`src/common/aud_consts.svh`:
```
`ifndef AUD_CONSTS_SVH
`define AUD_CONSTS_SVH

// width of one audio sample
`define AUD_SAMPLE_W 16

// sample memory geometry
`define AUD_ADDR_W 10
`define AUD_MEM_DEPTH 1024

// transmitter buffer slots, also the initial credit count
`define AUD_CREDITS 2

`endif
```
`src/recorder/aud_i2s_rx.sv`:
```
`timescale 1ns/1ps
`include "aud_consts.svh"

module aud_i2s_rx (
	input  logic                    i_AUD_BCLK,
	input  logic                    i_rst_n,
	input  logic                    i_AUD_ADCLRCK,
	input  logic                    i_AUD_ADCDAT,
	output logic [`AUD_SAMPLE_W-1:0] o_sample,
	output logic                    o_valid
);

localparam int BW = $clog2(`AUD_SAMPLE_W);

logic                     lrck_d;
logic                     active;
logic [BW-1:0]            bit_cnt;
logic [`AUD_SAMPLE_W-1:0] shift_r;

assign o_sample = shift_r;

// falling lrck starts the left word, msb comes one bclk later
always_ff @(posedge i_AUD_BCLK or posedge i_rst_n) begin
	if (i_rst_n) begin
		lrck_d  <= 1'b0;
		active  <= 1'b0;
		bit_cnt <= '0;
		o_valid <= 1'b0;
	end else begin
		lrck_d  <= i_AUD_ADCLRCK;
		o_valid <= 1'b0;
		if (lrck_d && !i_AUD_ADCLRCK) begin
			active  <= 1'b1;
			bit_cnt <= '0;
		end else if (active) begin
			bit_cnt <= bit_cnt + 1'b1;
			if (bit_cnt == BW'(`AUD_SAMPLE_W - 1)) begin
				active  <= 1'b0;
				o_valid <= 1'b1;
			end
		end
	end
end

always_ff @(posedge i_AUD_BCLK) begin
	if (active)
		shift_r <= {shift_r[`AUD_SAMPLE_W-2:0], i_AUD_ADCDAT};
end

endmodule

```
`config.mk`:
```
export PLATFORM = sky130hd
export DESIGN_NAME = aud_i2s_rx
export DESIGN_NICKNAME = d
export VERILOG_FILES = /design/src/recorder/aud_i2s_rx.sv
export VERILOG_INCLUDE_DIRS = /design/src /design/src/common
export SDC_FILE = /design/constraint.sdc
export NUM_CORES = 1
export LEC_CHECK = 0
export BUFFER_PORTS_ARGS = -buffer_cell sky130_fd_sc_hd__buf_2
export CAP_MARGIN = 20
export CORE_UTILIZATION = 25
export CTS_BUF_LIST = sky130_fd_sc_hd__clkbuf_16
export DETAILED_ROUTE_END_ITERATION = 10
export GPL_ROUTABILITY_DRIVEN = 0
export PLACE_DENSITY_LB_ADDON = 0.15
export SETUP_SLACK_MARGIN = 0.02
export SYNTH_ARGS = -nofsm -noshare
export SYNTH_HDL_FRONTEND = slang
export SYNTH_SLANG_ARGS = --single-unit
```
`constraint.sdc`:
```
create_clock -name i_AUD_BCLK -period 2 [get_ports i_AUD_BCLK]
set_input_delay 0.4 -clock i_AUD_BCLK [delete_from_list [all_inputs] [get_ports i_AUD_BCLK]]
set_output_delay 0.4 -clock i_AUD_BCLK [all_outputs]
set_load 0.05 [all_outputs]
```
=== Word level (Yosys, flattened, before mapping) ===
Cells that the tools add are included.

* $add $sub $neg: 1
* Eq/ne operators: 1
* Muxes and demuxes: 8
* Reductions and logical operators: 3

{| class="wikitable"
|+ Operators by type and width
! operator !! number
|-
| 4-bit two-way mux || 2
|-
| 1-bit two-way mux || 6
|-
| 4-bit by 1-bit adder with 4-bit output, second input constant || 1
|-
| 4-bit equality test, second input constant || 1
|-
| 2-bit nonzero test || 1
|-
| 1-bit logical AND || 1
|-
| 1-bit logical NOT || 1
|}

* Flip-flop bits (word level): 23
* Input port bits: 4
* Output and inout bits: 17
* Word-level logic and storage cells: 18

=== Depth between registers and ports, before layout ===
* Depth after elaboration: 4
* Depth in mapped cells: 4
* Gate-level depth less buffers: 4

=== Worst setup path after synthesis ===
OpenSTA, ideal clock, no wires.

* Kind: reg-to-reg
* Start point: register active
* End point: register bit_cnt[3]
* Library setup time: 0.132 ns
* Data arrival time: 1.167 ns
* Required time: 1.868 ns
* Slack: 0.701 ns
* Stages on the path, launching flop included: 5
* Path buffers: 1
* Period minus slack after synthesis: 1.299 ns
* Cells stage by stage: dfrtp_1 buf_2 nand4_1 xor2_1 nor2_1

* Word-level cells in the longest chain between the ends: 1

{| class="wikitable"
|+ RTL lines
! item !! RTL line !! RTL
|-
| start: declaration || aud_i2s_rx.sv:16 || <nowiki>logic active;</nowiki>
|-
| start signal: assignment || aud_i2s_rx.sv:26 || <nowiki>active <= 1'b0;</nowiki>
|-
| start signal: assignment || aud_i2s_rx.sv:33 || <nowiki>active <= 1'b1;</nowiki>
|-
| start signal: assignment || aud_i2s_rx.sv:38 || <nowiki>active <= 1'b0;</nowiki>
|-
| 2-bit nonzero test (no line) || n/a ||
|-
| end signal: assignment || aud_i2s_rx.sv:36 || <nowiki>bit_cnt <= bit_cnt + 1'b1;</nowiki>
|-
| end: declaration || aud_i2s_rx.sv:17 || <nowiki>logic [BW-1:0] bit_cnt;</nowiki>
|}

No other way between the ends.
A chain may end at the register's enable or synchronous reset.

=== Worst setup path in the final report ===
* Start point: register shift_r[13], in the netlist o_sample[13]
* End point: output port o_sample[13]

{| class="wikitable"
|+ RTL lines
! item !! RTL line !! RTL
|-
| start: declaration || aud_i2s_rx.sv:18 || <nowiki>logic [`AUD_SAMPLE_W-1:0] shift_r;</nowiki>
|-
| start signal: assignment || aud_i2s_rx.sv:47 || <nowiki>shift_r <= {shift_r[`AUD_SAMPLE_W-2:0], i_AUD_ADCDAT};</nowiki>
|-
| end: declaration || aud_i2s_rx.sv:9 || <nowiki>output logic [`AUD_SAMPLE_W-1:0] o_sample,</nowiki>
|}

No word-level cell between the ends.

==> results by group <==
Detailed routing
  – Met2 WL: 507 um
  – Per-cell routed wire length: 11.4 um
  – Vias per Instance: 4.29
  – Post-Route WL: 1090 um
  – Met3 routed WL: 95 um
  – Vias: 412
  – Antenna-violating nets left: 0
  – DR DRC count: 1
  – Met1 wire length: 473 um
  – Starting DRT DRC Count: 3
  – Top Metal Used: met4
  – Drt pass-1 iters: 7

Cells and area
  – Layout Cells excl Fill: 96
  – Final core utilization: 35.0%
  – Fillers: 283
  – Commonest non-fill, non-tap cell in the layout: buf_2
  – Area Overhead vs Synth: 29.2%
  – Fraction of layout cells with a size suffix above 1: 38.5%
  – Nets@finish: 71
  – Antenna diode count: 0
  – Register Area: 656 um^2
  – Multi-input gate area: 103 um^2
  – Most frequent cells in the layout: buf_2, edfxtp_1, dfrtp_1, nor2_1, clkbuf_16

Critical path
  – Reg2Reg Depth: 1
  – CP peak stage delay: 0.40 ns
  – Cell depth of the worst setup path: 1
  – Crit-path cells: buf_2
  – Crit-path slowest cell: edfxtp_1
  – Crit path capture type: output port
  – Worst path bufs/invs: 1
  – Crit-path leading delay family: flip-flops
  – Crit path required time: 1.60 ns
  – Maximum fanout along the worst path: 2
  – Worst Setup Start Kind: flip-flop
  – CP Class: flip-flop to output port
  – Worst Path Arrival: 0.88 ns

Timing
  – Final min period: 1.28 ns
  – RSZ-0062 raised after global routing: false
  – Setup Skew: 0.00206 ns
  – Period utilization: 63.8%
  – TNS Setup: 0 ns
  – Max-slew headroom: 72.1%
  – Hold violation count in the final report: 0
  – FMAX: 784 MHz
  – Least-Margin Pin Slew: 0.417 ns
  – Slew Limit Fails: 0
  – Setup violations, final: 0

Clock tree
  – Post-CTS sizing: 0
  – Clk root buf: clkbuf_16
  – Hold buffers post-CTS: 0
  – Clock-pin slew on the worst setup and hold paths: 0.06 ns
  – Longest Clk Path Bufs: 2
  – H-tree Lvls: 1
  – TritonCTS clock tree: built
  – Setup Buffers After CTS: 0
  – Sinks on Clock Net: 23
  – Cts bufs inserted: 3
  – Worst-Skew Late Latency: 0.25 ns

Floorplan
  – Die X-Extent: 57.4 um
  – Core ar.: 2830 um^2
  – Vert. Die Dim: 57.4 um
  – I/O pin cnt: 21
  – Initial Utilization: 27.1%
  – DIE AREA: 3290 um^2
  – Core Rows: 19

Power and ir drop
  – VDD IR-drop max: 0.687 mV
  – P per Cell Area: 1820 nW/um^2
  – Leak: 0.430 nW
  – Post-layout total power: 1.80 mW

Global routing
  – Gr usage total: 7.47%
  – Gr ovfl total: 0
  – Wire length of the first global-routing pass: 1770 um
  – Initial antenna violation count: 0
  – Largest net degree at the start of global routing: 17
  – Vias in the first global route: 396

Logic synthesis
  – Yosys cell types: 14
  – Largest family of logic cells by synthesized area: simple AND/OR/NAND/NOR gates
  – Syn Std Cell Area: 767 um^2
  – Syn nets: 46
  – XOR/XNOR Fraction of Synth Area: 3.43%
  – Post-synthesis adder-cell area fraction: 1.63%
  – FF+latch count, synth: 23
  – Mux share of post-synthesis cell area: 1.31%
  – Synth Area in Compound Gates: 0.979%
  – Synth Area in Simple Gates: 6.04%
  – Synthesized area per cell: 18.7 um^2
  – Synth warnings: 0
  – Cells after Synth: 41
  – Seq/Total Area, Yosys: 85.5%

Placement
  – Placed cells: 92
  – Hpwl dp: 756 um
  – PortBufs: 20

Outcome
  – Failing checks: DRC
  – Outcome: finished with violations

Hold path
  – HP Class: primary input to async pin

Job
  – Max-cap violation count: 0
[Yosys cell counts]
cell type / n / share of area [%]
nand2_1: 1 / 0.49
nor2_1: 5 / 2.4
nor2b_1: 1 / 0.82
mux2i_1: 1 / 1.3
nand3_1: 1 / 0.65
ha_1: 1 / 1.6
xor2_1: 2 / 2.3
edfxtp_1: 16 / 63
nand4_1: 2 / 1.6
xnor2_1: 1 / 1.1
dfrtp_1: 7 / 23
a21o_1: 1 / 0.98
inv_1: 1 / 0.49
buf_2: 1 / 0.65
[stage by stage]
| stage | area (um^2) | hold slack [ns] | setup slack [ns] |
|---|---|---|---|
| after CTS | 991 | 0.0728 | 0.717 |
| after global placement | 908 | 0.346 | 0.911 |
| after global routing | 991 | 0.0955 | 0.686 |
| after floorplan | 767 | 0.203 | 0.701 |
| final | 991 | 0.0652 | 0.724 |
| after detailed placement | 908 | 0.343 | 0.914 |
[power breakdown]
group / switching (mW) / total (mW) / internal (mW)
logic: 0.484 / 0.601 / 0.118
clock network: 0.154 / 0.424 / 0.270
registers: 0.0826 / 0.777 / 0.694
[cell families (layout without fill, tap and decap cells)]
logic type	Yosys count	count (layout)
adder cells (fa/ha/maj)	1	1
AND/OR/NAND/NOR	10	10
multiplexers	1	1
flip-flops	23	23
XOR/XNOR	3	3
AO/OA/AOI/OAI	1	1
buffers and inverters	2	26
[path summary, 6_finish.rpt]
| kind | start | to | slack (ns) |
|---|---|---|---|
| setup reg to reg | active | o_sample[9] | 0.93 |
| hold / removal | i_rst_n | lrck_d | 0.07 |
| setup / recovery | o_sample[13] | o_sample[13] | 0.72 |
| hold reg to reg | o_sample[14] | o_sample[15] | 0.44 |
| min in group i_AUD_BCLK | i_AUD_ADCLRCK | lrck_d | 0.27 |
| max in group asynchronous | i_rst_n | bit_cnt[2] | 1.72 |
[layout make-up]
class / instances / area share (%)
flip-flops and latches: 23 / 66.2
repair buffers: 21 / 10.9
multi-input cells: 16 / 10.4
clock buffers: 3 / 7.58
well taps: 31 / 3.91
clock inverters: 1 / 0.758
inverters: 1 / 0.379
[registers in the layout, summed over array words and instances (netlist names)]
| name | cells |
|---|---|
| lrck_d | 1 |
| active | 1 |
| o_sample | 16 |
| o_valid | 1 |
| bit_cnt | 4 |
[per-layer routing]
metal / vias to the layer above / track usage, %
li1: 192 / -
met4: 0 / 4.18
met3: 2 / 3.63
met2: 17 / 11.8
met5: - / 0
met1: 201 / 8.20
Note: power is estimated with default switching activity, not from simulation.
