## src/common/aud_consts.svh

```systemverilog
`ifndef AUD_CONSTS_SVH
`define AUD_CONSTS_SVH

// width of one audio sample
`define AUD_SAMPLE_W 16

// sample memory geometry
`define AUD_ADDR_W 10
`define AUD_MEM_DEPTH 1024

// transmitter buffer slots, also the initial credit count
`define AUD_CREDITS 2

`endif
```

## src/rtl/aud_addr_counter.sv

```systemverilog
`timescale 1ns/1ps
`include "aud_consts.svh"

module aud_addr_counter (
	input  logic                  i_AUD_BCLK,
	input  logic                  i_rst_n,
	input  logic [2:0]            i_speed,
	input  logic                  i_rec_en,
	input  logic                  i_rec_clear,
	input  logic                  i_play_en,
	input  logic                  i_play_start,
	input  logic                  i_rx_valid,
	input  logic                  i_credit,
	input  logic                  i_rd_valid,
	output logic                  o_wr_en,
	output logic                  o_rd_en,
	output logic [`AUD_ADDR_W-1:0] o_addr,
	output logic [`AUD_ADDR_W:0]  o_rec_len,
	output logic                  o_rec_len_nz,
	output logic                  o_rec_full,
	output logic                  o_play_done
);

localparam int CW = $clog2(`AUD_CREDITS + 1);

logic [`AUD_ADDR_W:0] wr_ptr;
logic [`AUD_ADDR_W:0] wr_base;
logic [`AUD_ADDR_W:0] play_ptr;
logic [`AUD_ADDR_W:0] play_next;
logic [2:0]           step;
logic [CW-1:0]        credits;
logic                 play_last;

// a sample may land in the same cycle as the clear
assign wr_base    = i_rec_clear ? '0 : wr_ptr;
assign o_wr_en    = i_rec_en & i_rx_valid & ~wr_base[`AUD_ADDR_W];
assign o_rec_full = o_wr_en & (wr_base == `AUD_MEM_DEPTH - 1);

// speed 0 steps like speed 1
assign step      = (i_speed == 3'd0) ? 3'd1 : i_speed;
assign play_next = play_ptr + {{(`AUD_ADDR_W - 2){1'b0}}, step};

assign o_rd_en = i_play_en & ~i_play_start & ~play_last & (credits != '0);
assign o_addr  = i_rec_en ? wr_base[`AUD_ADDR_W-1:0] : play_ptr[`AUD_ADDR_W-1:0];

assign o_rec_len    = wr_ptr;
assign o_rec_len_nz = (wr_ptr != '0);
// only the final read can return once play_last is set
assign o_play_done  = i_rd_valid & play_last;

always_ff @(posedge i_AUD_BCLK or posedge i_rst_n) begin
	if (i_rst_n) begin
		wr_ptr    <= '0;
		play_ptr  <= '0;
		credits   <= CW'(`AUD_CREDITS);
		play_last <= 1'b0;
	end else begin
		wr_ptr <= wr_base + {{`AUD_ADDR_W{1'b0}}, o_wr_en};
		if (i_play_start) begin
			play_ptr  <= '0;
			credits   <= CW'(`AUD_CREDITS);
			play_last <= 1'b0;
		end else begin
			credits <= credits - CW'(o_rd_en) + CW'(i_credit);
			if (o_rd_en) begin
				if (play_next >= wr_ptr)
					play_last <= 1'b1;
				else
					play_ptr <= play_next;
			end
		end
	end
end

endmodule

```

## config.mk

```make
export PLATFORM = sky130hd
export DESIGN_NAME = aud_addr_counter
export DESIGN_NICKNAME = d
export VERILOG_FILES = /design/src/rtl/aud_addr_counter.sv
export VERILOG_INCLUDE_DIRS = /design/src /design/src/common
export SDC_FILE = /design/constraint.sdc
export NUM_CORES = 1
export LEC_CHECK = 0
export BUFFER_PORTS_ARGS = -buffer_cell sky130_fd_sc_hd__buf_2
export CAP_MARGIN = 0
export CORE_MARGIN = 2
export CORE_UTILIZATION = 50
export DETAILED_ROUTE_END_ITERATION = 7
export HOLD_SLACK_MARGIN = 0.1
export MAX_ROUTING_LAYER = met4
export PLACE_DENSITY_LB_ADDON = 0.08
export SETUP_SLACK_MARGIN = 0.15
export SYNTH_ARGS = -nofsm -noshare
export SYNTH_HDL_FRONTEND = slang
export SYNTH_SLANG_ARGS = --single-unit
```

## constraint.sdc

```tcl
create_clock -name i_AUD_BCLK -period 10.05 [get_ports i_AUD_BCLK]
set_clock_uncertainty 0.2 [all_clocks]
set_input_delay 2.01 -clock i_AUD_BCLK [delete_from_list [all_inputs] [get_ports i_AUD_BCLK]]
set_output_delay 2.01 -clock i_AUD_BCLK [all_outputs]
set_load 0.05 [all_outputs]
```

== Yosys cells after proc, flatten, opt, wreduce, memory -nomap -nowiden ==
Cells that the tools add are included.
Storage, ports and cells
  register bits after elaboration: 25
  input port bits: 12
  output and inout port bits: 26
Operators by class
  add/sub/neg operators: 4
  magnitude comparators: 1
  equal/unequal tests: 2
  muxes and demuxes: 10
  bitwise gates (word level): 10
  reduce and logical (&&, ||, !) cells: 7
Operators with widths (number)
  11-bit two-way mux: 4
  11-bit by 1-bit adder with 11-bit output: 1
  11-bit by 3-bit adder with 11-bit output: 1
  11-bit by 10-bit == test with 1-bit output (second input constant): 1
  11-bit >= comparator: 1
  11-bit nonzero test: 1
  10-bit two-way mux: 1
  1-bit bitwise AND: 7
  2-bit nonzero test: 3
  2-bit AND reduction: 2
  3-bit logical NOT: 1
  1-bit two-way mux: 3
  3-bit two-way mux: 1
  1-bit inverter: 3
  2-bit by 1-bit adder with 2-bit output: 1
  2-bit two-way mux: 1
  2-bit != test (second input constant): 1
  2-bit by 1-bit subtractor with 2-bit output: 1

== Logic depth before layout (Yosys ltp) ==
  depth in word-level cells: 7
  gate-level depth with buffers: 17
  depth with buffers taken out: 14

== Worst setup path before layout ==
No wires, ideal clock.
  path kind: in2out
  start point: input i_rec_clear
  end point: output o_rec_full
  arrival: 3.964 ns
  data required time: 7.840 ns
  slack: 3.876 ns
  cell stages on the path: 3
  path through: clkbuf_1 > o211ai_1 > nor4_1
Between the ends
  longest elaborated chain between the ends: 4
  elaborated cells on any way between the ends: 5
  those cells by class: 1 x eq/ne; 1 x mux; 3 x bitwise
RTL lines
  from (decl): RTL line aud_addr_counter.sv:9  | input logic i_rec_clear,
  11-bit two-way mux (*): RTL line aud_addr_counter.sv:35  | assign wr_base = i_rec_clear ? '0 : wr_ptr;
  parallel branches: the longest is 2 deep, another holds 11-bit by 10-bit == test with 1-bit output
  1-bit bitwise AND (*): RTL line aud_addr_counter.sv:37  | assign o_rec_full = o_wr_en & (wr_base == `AUD_MEM_DEPTH - 1);
  to (decl): RTL line aud_addr_counter.sv:20  | output logic o_rec_full,
Every way passes the cells marked *.

== Worst setup path in the final report ==
Same ends and word-level chain as after synthesis.

==> results by group <==
Power
  • Leakage: 1.05 nW
  • Worst vdd ir: 88.6 µV
  • Clock network fraction of total power: 0.190
  • Overall Power: 0.000318 W
  • P_sw: 0.000125 W
  • Internal Power: 0.000194 W
  • Sequential Power Share: 0.382
  • P per Cell Area: 151 mW/mm²
  • Combinational power share: 0.428
  • Switching Share: 0.392

Worst setup path
  • Startpoint class of the critical path: input pin
  • Largest stage delay on the critical path: 0.30 ns
  • Data arrival, critical path: 3.16 ns
  • Crit end category: output port
  • Critical Path Fanout Max: 15
  • Crit path cell chain: buf_2 -> nor2b_1 -> nand4_1 -> nor4_1 -> buf_2
  • Critical R2R Launch: play_ptr[1]$_DFFE_PP0P_
  • Most used cell, CP: buf_2
  • Critical path required time: 7.84 ns
  • Critical Path Source: i_rec_clear
  • Critical setup path kind: in2out
  • Slowest CP cell: buf_2

Place
  • IO buf count: 37
  • Final HPWL DP: 3.21 mm
  • Gp weighted congestion: 0.879

Timing
  • Worst slew pin tran: 0.965 ns
  • Endpoints failing hold: 0
  • Tcrit/Tclk final: 0.534
  • Maximum clock frequency: 186 MHz
  • Total negative slack: 0 ns
  • Final Setup Violations: 0
  • Unrepaired setup endpoints after global routing: no
  • Max-slew violation count: 0
  • Worst slew margin: 0.356
  • Min cycle time layout: 5.37 ns

Floorplanning
  • I/O pins: 38
  • Site row count: 22
  • Die X-Extent: 64.6 µm
  • Die H: 64.6 µm
  • Initial core utilization: 0.509
  • DIE AREA: 0.00417 mm²
  • CORE AREA: 0.00361 mm²

Logic synthesis
  • Async SR Flop Fraction: 1.00
  • Post-synth EDFFs: 0
  • Sequential-to-total area share from yosys stat: 0.342
  • Synthesized area: 0.00183 mm²
  • Cells after Synth: 209
  • Top_reg_cell synth: dfrtp_1
  • Avg Inst Size Synth: 8.78 µm²
  • Library cells used by synthesis: 36
  • Synth warn: 0
  • Synth Register Bits: 25
  • Syn Nets: 240

Clocking
  • Root Driver: clkbuf_8
  • Clock-pin slew on the worst setup and hold paths: 0.08 ns
  • Hold buffers post-CTS: 0
  • Deepest clock path buffer count: 2
  • CTS H-tree depth: 1
  • Num Clock Sinks: 25
  • Setup bufs post-CTS: 0
  • Inserted Clock Buffers: 3
  • Clk_lat worst skew: 0.27 ns
  • PostCTS Resize Cnt: 0
  • CTS tree: built

Cells and area
  • Area growth syn-to-layout: 14.7%
  • Final nets: 276
  • Total of fill cells in the finished design: 346
  • Fin util: 0.583
  • Ant. Diodes: 0
  • Layout cells sized above 1: 0.209

Route
  • WL/cell: 13.9 µm
  • DRT Wirelength: 4.06 mm
  • Via count: 1511
  • Total iterations of the first detailed-routing run: 4
  • DR iter-0 viols: 93
  • Final routed DRC violation total: 0
  • Vias per cell: 5.17
  • Final ANT Viol Nets: 0

Flow run
  • Max-cap viol count: 0

Global route
  • Total track usage: 0.220
  • Grt total ovfl: 0
  • Initial antenna violation count: 0
  • Largest net degree at the start of global routing: 26
  • Vias in the first global route: 1482
  • First-pass GRT wire length: 6.98 mm

Min path
  • Hold Crit Class: reg2reg
  • Hold_sp: play_ptr[9]$_DFFE_PP0P_

Run status
  • Status: finished, final reports clean
kinds of logic (layout without fill, tap and decap cells):
group	Yosys count	count (layout)	share of synthesized area
compound gates	37	37	0.119
xor+xnor	19	19	0.0907
fa+ha+maj	19	19	0.134
buf+inv	29	64	0.0607
flops	25	25	0.342
mux	10	10	0.0580
simple gates	70	70	0.196
stage by stage:
step / instances / setup WS, ns / area, µm² / hold slack, ns
6_report: 292 / 4.68 / 2100 / 0.356
5_1_grt: 292 / 4.57 / 2100 / 0.396
4_1_cts: 292 / 4.68 / 2100 / 0.360
3_5_place_dp: 288 / 4.65 / 2060 / 0.348
3_3_place_gp: 288 / 4.69 / 2060 / 0.337
2_1_floorplan: 209 / 3.88 / 1830 / 0.315
power by group through the flow:
stage                     clock (W)  sequential (W)  combinational, W
after detailed placement          0        0.000124          0.000138
after floorplan                   0        0.000124          0.000106
after global routing      0.0000660        0.000123          0.000157
final                     0.0000603        0.000122          0.000136
after CTS                 0.0000616        0.000122          0.000138
after global placement            0        0.000123          0.000133
critical path, delay by kind of cell:
kind,cells,cell delay [ns]
buffers and inverters,2,0.49
AND/OR/NAND/NOR,3,0.66
cell usage in the layout (no fill, tap or decap), types with 8 or more instances in the layout:
cell,n
o21ai_0,11
inv_1,22
buf_2,37
xnor2_1,13
nor2_1,14
dfrtp_1,24
ha_1,18
a21oi_1,13
nand2_1,15
nand3_1,8
Yosys cell counts (3+ instances only):
cell	instances	area share
inv_1	22	0.045
mux2_2	5	0.031
nand4_1	4	0.014
nand3_1	8	0.022
dfrtp_1	24	0.33
nor4_1	5	0.017
a21o_1	3	0.012
ha_1	18	0.12
a21oi_1	13	0.035
nor2_1	14	0.029
xnor2_1	13	0.062
nand2_1	15	0.031
xor2_1	6	0.029
nor3_1	3	0.0082
o21ai_0	11	0.030
or3_1	6	0.020
nor2b_1	6	0.020
clkbuf_1	5	0.010
mux2i_1	5	0.027
state kept, by name (all words and copies together), names as in the netlist:
register   count
o_rec_len     11
play_ptr      11
credits        2
play_last      1
metal layers:
| metal | GRT usage | routed length (µm) | vias to the layer above |
|---|---|---|---|
| met5 | - | 0 | - |
| met4 | 0.0532 | 61 | 0 |
| met3 | 0.0208 | 103 | 6 |
| met2 | 0.357 | 1900 | 27 |
| met1 | 0.299 | 1990 | 690 |
| li1 | - | - | 788 |
cell type report:
class | instances | area [µm²] | area share
clock buffers | 4 | 45.0 | 0.0214
inverters | 22 | 82.6 | 0.0393
flip-flops and latches | 25 | 627 | 0.298
multi-input cells | 155 | 1100 | 0.521
repair buffers | 38 | 193 | 0.0916
well taps | 48 | 60.1 | 0.0286
final timing paths:
| path | endpoint | slack [ns] | cells after the start |
|---|---|---|---|
| max in group asynchronous | o_rec_len[4]$_DFF_PP0_ | 7.31 | 2 |
| hold reg to reg | play_ptr[9]$_DFFE_PP0P_ | 0.36 | 2 |
| min in group asynchronous | play_ptr[8]$_DFFE_PP0P_ | 1.75 | 2 |
| setup / recovery | o_rec_full | 4.68 | 5 |
| hold / removal | play_ptr[9]$_DFFE_PP0P_ | 0.36 | 2 |
| setup reg to reg | play_ptr[7]$_DFFE_PP0P_ | 6.37 | 14 |
Power figures use the tool's default switching activity.
