[src/common/aud_consts.svh]
`ifndef AUD_CONSTS_SVH
`define AUD_CONSTS_SVH

// width of one audio sample
`define AUD_SAMPLE_W 16

// sample memory geometry
`define AUD_ADDR_W 10
`define AUD_MEM_DEPTH 1024

// transmitter buffer slots, also the initial credit count
`define AUD_CREDITS 2

`endif
[src/common/aud_pkg.sv]
`include "aud_consts.svh"

package aud_pkg;

	// one audio sample word
	typedef logic [`AUD_SAMPLE_W-1:0] sample_t;

	// record/play control states
	typedef enum logic [2:0] {
		ST_IDLE       = 3'd0,
		ST_REC        = 3'd1,
		ST_REC_PAUSE  = 3'd2,
		ST_PLAY       = 3'd3,
		ST_PLAY_PAUSE = 3'd4
	} aud_state_t;

endpackage

[src/player/aud_i2s_tx.sv]
`timescale 1ns/1ps
`include "aud_consts.svh"

module aud_i2s_tx (
	input  logic             i_AUD_BCLK,
	input  logic             i_rst_n,
	input  logic             i_AUD_DACLRCK,
	input  logic             i_wr_valid,
	input  aud_pkg::sample_t i_wr_data,
	output logic             o_AUD_DACDAT,
	output logic             o_credit
);

localparam int DEPTH = `AUD_CREDITS;
localparam int PW    = (DEPTH > 1) ? $clog2(DEPTH) : 1;
localparam int NW    = $clog2(DEPTH + 1);
localparam int BW    = $clog2(`AUD_SAMPLE_W + 1);

aud_pkg::sample_t fifo [DEPTH];
aud_pkg::sample_t hold_r;
aud_pkg::sample_t cur_r;
aud_pkg::sample_t sh_r;

logic [PW-1:0] wr_ptr;
logic [PW-1:0] rd_ptr;
logic [NW-1:0] count;
logic [BW-1:0] bits_left;
logic          lrck_d;
logic          lr_fall;
logic          lr_rise;
logic          pop;

assign lr_fall = lrck_d & ~i_AUD_DACLRCK;
assign lr_rise = ~lrck_d & i_AUD_DACLRCK;
assign pop     = lr_fall & (count != '0);

// line idles low once the word is out
assign o_AUD_DACDAT = (bits_left != '0) ? sh_r[`AUD_SAMPLE_W-1] : 1'b0;

always_ff @(posedge i_AUD_BCLK) begin
	if (i_wr_valid)
		fifo[wr_ptr] <= i_wr_data;
end

always_ff @(posedge i_AUD_BCLK or posedge i_rst_n) begin
	if (i_rst_n) begin
		lrck_d    <= 1'b0;
		wr_ptr    <= '0;
		rd_ptr    <= '0;
		count     <= '0;
		o_credit  <= 1'b0;
		hold_r    <= '0;
		cur_r     <= '0;
		sh_r      <= '0;
		bits_left <= '0;
	end else begin
		lrck_d   <= i_AUD_DACLRCK;
		o_credit <= pop;
		count    <= count + NW'(i_wr_valid) - NW'(pop);
		if (i_wr_valid)
			wr_ptr <= (wr_ptr == PW'(DEPTH - 1)) ? '0 : wr_ptr + 1'b1;
		if (pop)
			rd_ptr <= (rd_ptr == PW'(DEPTH - 1)) ? '0 : rd_ptr + 1'b1;
		if (lr_fall) begin
			// word popped last frame goes out now, empty buffer sends zero
			cur_r  <= hold_r;
			sh_r   <= hold_r;
			hold_r <= pop ? fifo[rd_ptr] : '0;
		end else if (lr_rise) begin
			// right channel repeats the left word
			sh_r <= cur_r;
		end else if (bits_left != '0) begin
			sh_r <= sh_r << 1;
		end
		if (lr_fall || lr_rise)
			bits_left <= BW'(`AUD_SAMPLE_W);
		else if (bits_left != '0)
			bits_left <= bits_left - 1'b1;
	end
end

endmodule

[config.mk]
export PLATFORM = sky130hd
export DESIGN_NAME = aud_i2s_tx
export DESIGN_NICKNAME = d
export VERILOG_FILES = /design/src/common/aud_pkg.sv /design/src/player/aud_i2s_tx.sv
export VERILOG_INCLUDE_DIRS = /design/src /design/src/common
export SDC_FILE = /design/constraint.sdc
export NUM_CORES = 1
export LEC_CHECK = 0
export BUFFER_PORTS_ARGS = -buffer_cell sky130_fd_sc_hd__buf_2
export CAP_MARGIN = 20
export CORE_ASPECT_RATIO = 0.6
export CORE_MARGIN = 4
export CORE_UTILIZATION = 60
export DETAILED_ROUTE_END_ITERATION = 16
export PLACE_DENSITY = 0.86
export SETUP_SLACK_MARGIN = 0.02
export SLEW_MARGIN = 20
export SYNTH_ARGS = -nofsm -noshare
export SYNTH_HDL_FRONTEND = slang
export SYNTH_SLANG_ARGS = --single-unit
export TNS_END_PERCENT = 5
[constraint.sdc]
create_clock -name i_AUD_BCLK -period 2.4 [get_ports i_AUD_BCLK]
set_clock_uncertainty 0.2 [all_clocks]
set_input_delay 0.48 -clock i_AUD_BCLK [delete_from_list [all_inputs] [get_ports i_AUD_BCLK]]
set_output_delay 0.48 -clock i_AUD_BCLK [all_outputs]
set_load 0.01 [all_outputs]
Yosys cells after proc, flatten, opt, wreduce, memory -nomap -nowiden --
Memories as Yosys holds them, arrays and structs flattened. Cells that the tools add are included.
Storage, ports and cells: bits in registers 59, bits in writable memories 32, output and inout bits 2, logic and storage cells 36, memories 1
Memory list:
- fifo | words 2, bits a word 16, rd ports 1, clocked after Yosys merged registers in 0, write ports 1, RTL line aud_i2s_tx.sv:19 | aud_pkg::sample_t fifo [DEPTH];
Cells by class: add/sub/neg operators 5, multiplexer cells 11, bitwise logic cells 5, reductions and logical operators 5
Operator list (number):
- $mux W16 | 4
- $mux W5 | 2
- $mux W1 | 5
- $reduce_bool A5 Y1 | 1
- $sub A5 B1 Y5 const B | 1
- $reduce_bool A2 Y1 | 2
- $and A1 B1 Y1 | 3
- $reduce_bool A3 Y1 | 1
- $add A1 B1 Y1 const B | 2
- $add A2 B1 Y2 | 1
- $not A1 Y1 | 2
- $sub A2 B1 Y2 | 1
- $logic_or A1 B1 Y1 | 1

Logic depth before layout (Yosys ltp) --
depth in word-level cells 4, mapped depth 11, mapped depth without buffers 9

Worst setup path after synthesis --
Ideal clock, no wire load.
kind input to register, start in i_AUD_DACLRCK, end reg count[1], data arrival time 2.084 ns, data required time 2.077 ns, setup slack -0.007 ns, stages 11, path buffers 2, cell sequence inv_1 > ha_1 > buf_2 > o21ai_2 > clkbuf_1 > inv_1 > ha_1 > inv_1 > ha_1 > xnor2_1 > xnor2_1
On the way: cells in the longest elaborated chain, start to end 4
RTL lines:
- start, declared | RTL line aud_i2s_tx.sv:7 | input logic i_AUD_DACLRCK,
- $not A1 Y1 | RTL line aud_i2s_tx.sv:33 | assign lr_fall = lrck_d & ~i_AUD_DACLRCK;
- $and A1 B1 Y1 | RTL line aud_i2s_tx.sv:33
- net lr_fall | RTL line aud_i2s_tx.sv:29 | logic lr_fall;
- $and A1 B1 Y1 | RTL line aud_i2s_tx.sv:35 | assign pop = lr_fall & (count != '0);
- net pop | RTL line aud_i2s_tx.sv:31 | logic pop;
- $sub A2 B1 Y2 | RTL line aud_i2s_tx.sv:59 | count <= count + NW'(i_wr_valid) - NW'(pop);
- end signal, assigned | RTL line aud_i2s_tx.sv:59
- end, declared | RTL line aud_i2s_tx.sv:26 | logic [NW-1:0] count;
The timed path passes the listed nets, and every way through them passes these cells. A chain may end at the register's enable or synchronous reset.

Worst setup path after layout --
start reg bits_left[0], end out o_AUD_DACDAT
On the way: cells in the longest elaborated chain, start to end 2
RTL lines:
- start, declared | RTL line aud_i2s_tx.sv:27 | logic [BW-1:0] bits_left;
- start signal, assigned | RTL line aud_i2s_tx.sv:76 | bits_left <= BW'(`AUD_SAMPLE_W);
- start signal, assigned | RTL line aud_i2s_tx.sv:78 | bits_left <= bits_left - 1'b1;
- $reduce_bool A5 Y1 | RTL line aud_i2s_tx.sv:38 | assign o_AUD_DACDAT = (bits_left != '0) ? sh_r[`AUD_SAMPLE_W-1] : 1'b0;
- $mux W1 | RTL line aud_i2s_tx.sv:38
- end, declared | RTL line aud_i2s_tx.sv:10 | output logic o_AUD_DACDAT,
Every way passes these cells.

==> reports/qor.yml <==
route:
  wire_per_inst_um: 15.04
  wl_um: 6048
  drt_first_pass_iters: 4
  viasPerCell: 5.162
  drc: 0
  vias: 2075
  postRouteAntennaNets: 0
  drt_iter0_drc: 98
sta:
  rsz0062_at_grt: "no"
  slew_headroom: 0.6988
  period_needed_ps: 2203
  setup_tns_ps: 0
  setup_violations: 0
  fmax_mhz: 453.9
  finalCritPeriodShare: 0.9179
  slew_viol_final: 0
  tightest_slew_ps: 451.2
  hold_viol_final: 0
  worst_slack_ps: 197.1
grt:
  grt_pass1_vias: 2113
  grt-ovfl-total: 0
  grt_start_max_net_pins: 59
  grt_pass1_wl_um: 10540
  grt_use_total: 0.1731
  antenna_found_initial: 0
placed_design:
  dp_slack_ps: 234.8
  detailed_place_hpwl_um: 4097
  gp_congestion: 0.7207
  port_buffers: 21
setup_path:
  worst_setup_path_end_kind: "primary output"
  path_class: "reg -> out"
  worst_ep_required_time_ps: 1720
  rr_worst_depth: 3
  crit_path_max_fanout: 5
  crit_path_start_kind: "flip-flop"
  worstPathArrival_ps: 1520
floorplanning:
  fp-row-count: 22
  dieArea_um2: 7687
  core_um2: 6111
  initial_core_util: 0.6196
  dieHeight_um: 69.53
  die_w_um: 110.6
  io_pins: 22
cts:
  clock_sinks: 91
  cts_root_buffer: "clkbuf_8"
  clkLatencyLatePin_ps: 350
  clk_pin_slew_ps: 90
  cts_tree: "done"
  clockBufferDepth: 2
  htree_levels: 3
  cts_buffers: 9
yosys:
  synthFlopType: "dfrtp_1"
  ys_warn_count: 0
  ys_async_sr_fraction: 0.6484
  ys_types: 31
  yosysTopAreaCellShare: 0.3900
  seq_area_frac_synth: 0.6438
  mappedNetlistArea_um2: 3786
  synth_fp_nets: 310
  synth_top_area_cell: "dfrtp_1"
  synth.area.top_cells: "dfrtp_1, edfxtp_1, mux2i_1"
  avgSynthCellArea_um2: 13.28
  synth_edf_count: 32
  syn_inst: 285
  ys_seq_elements: 91
final_layout:
  n_antenna_cell: 0
  finish.net_count: 338
  final_cell_mix: "dfrtp_1, inv_1, mux2i_1, edfxtp_1, o21ai_0"
  layout-drive-gt1-share: 0.2044
  areaGrowthSynthToFinish_pct: 11.07
  layout_commonest_cell: "dfrtp_1"
power_and_ir_drop:
  power_density_nw_per_um2: 1099
  p_total_mw: 4.622
  max-vdd-ir-drop_mv: 0.5953
  leakagePower_nw: 1.902
run:
  maxCapViolCount: 0
min_path:
  holdPathStages: 1
  hold_path_class: "in -> reg"
status:
  outcome: "completed"
kinds of logic after synthesis:
family,after synthesis,share of synthesized area
flops,91,0.6438
simple gates,32,0.05122
buf+inv,53,0.05882
mux,48,0.1411
xor+xnor,5,0.01157
fa+ha+maj,5,0.01652
compound gates,51,0.07700
sequential cells by signal, summed over array words and instances, names as in the netlist:
signal     cells
cur_r         16
lrck_d         1
o_credit       1
fifo          32
count          2
wr_ptr         1
bits_left      5
rd_ptr         1
sh_r          16
hold_r        16
cells in the mapped netlist (all sizes together), types with 2 or more instances:
cell / instances
and2: 2
buf: 10
clkbuf: 3
dfrtp: 59
edfxtp: 32
ha: 5
inv: 40
mux2: 16
mux2i: 32
nand2: 19
nor2b: 3
o21ai: 31
o22ai: 16
or3: 2
xnor2: 4
where the power goes:
part	switching, mW	internal, mW
Clock	0.549	0.394
Combinational	0.604	0.633
Sequential	0.302	2.14
what timing repair did:
action,4_1_cts,5_1_grt
buffers inserted,1,0
endpoints found under the hold margin,19,0
setup endpoints to repair,1,1
hold buffers,1,0
gates resized for setup,0,1
worst max-delay path, stage by stage (launching register included):
cell and delay (ps):
dfrtp_1 410, inv_1 70, ha_2 240, nor4b_4 240
nor2b_1 70, buf_2 140
path summary, 6_finish.rpt:
path / from / end / slack, ps
setup / recovery: bits_left[0] / o_AUD_DACDAT / 200
hold / removal: i_AUD_DACLRCK / lrck_d / 70
setup reg to reg: lrck_d / sh_r[12] / 460
hold reg to reg: wr_ptr / wr_ptr / 300
max in group asynchronous: i_rst_n / hold_r[12] / 970
min in group asynchronous: i_rst_n / cur_r[15] / 470
final cells by class:
| cell class | instances | area (µm²) |
|---|---|---|
| multi-input combinational | 141 | 1131 |
| clock buffer | 9 | 123.9 |
| clock inverter | 7 | 57.56 |
| fill | 484 | 1906 |
| tap | 84 | 105.1 |
| timing repair buffer | 30 | 200.2 |
| sequential | 91 | 2437 |
| inverter | 40 | 150.1 |
routing by layer:
| metal | routed length, µm | track usage | vias up | share of wire |
|---|---|---|---|---|
| met5 | 0 | 0 | - | 0 |
| li1 | - | - | 1036 | - |
| met3 | 263 | 0.06364 | 4 | 0.043 |
| met2 | 2594 | 0.2359 | 45 | 0.43 |
| met4 | 34 | 0.04645 | 0 | 0.0056 |
| met1 | 3155 | 0.2611 | 990 | 0.52 |
metrics by stage:
| step | hold WS, ps | instances | util | cell area (µm²) |
|---|---|---|---|---|
| 2_1_floorplan | 253.1 | 285 | - | 3787 |
| 3_3_place_gp | 271.6 | 384 | 0.6552 | 4004 |
| 3_5_place_dp | 280.0 | 384 | 0.6552 | 4004 |
| 4_1_cts | 47.71 | 402 | 0.6878 | 4203 |
| 5_1_grt | 48.05 | 402 | 0.6882 | 4205 |
| 6_report | 66.35 | 402 | 0.6882 | 4205 |
Note: power is estimated with default switching activity, not from simulation.
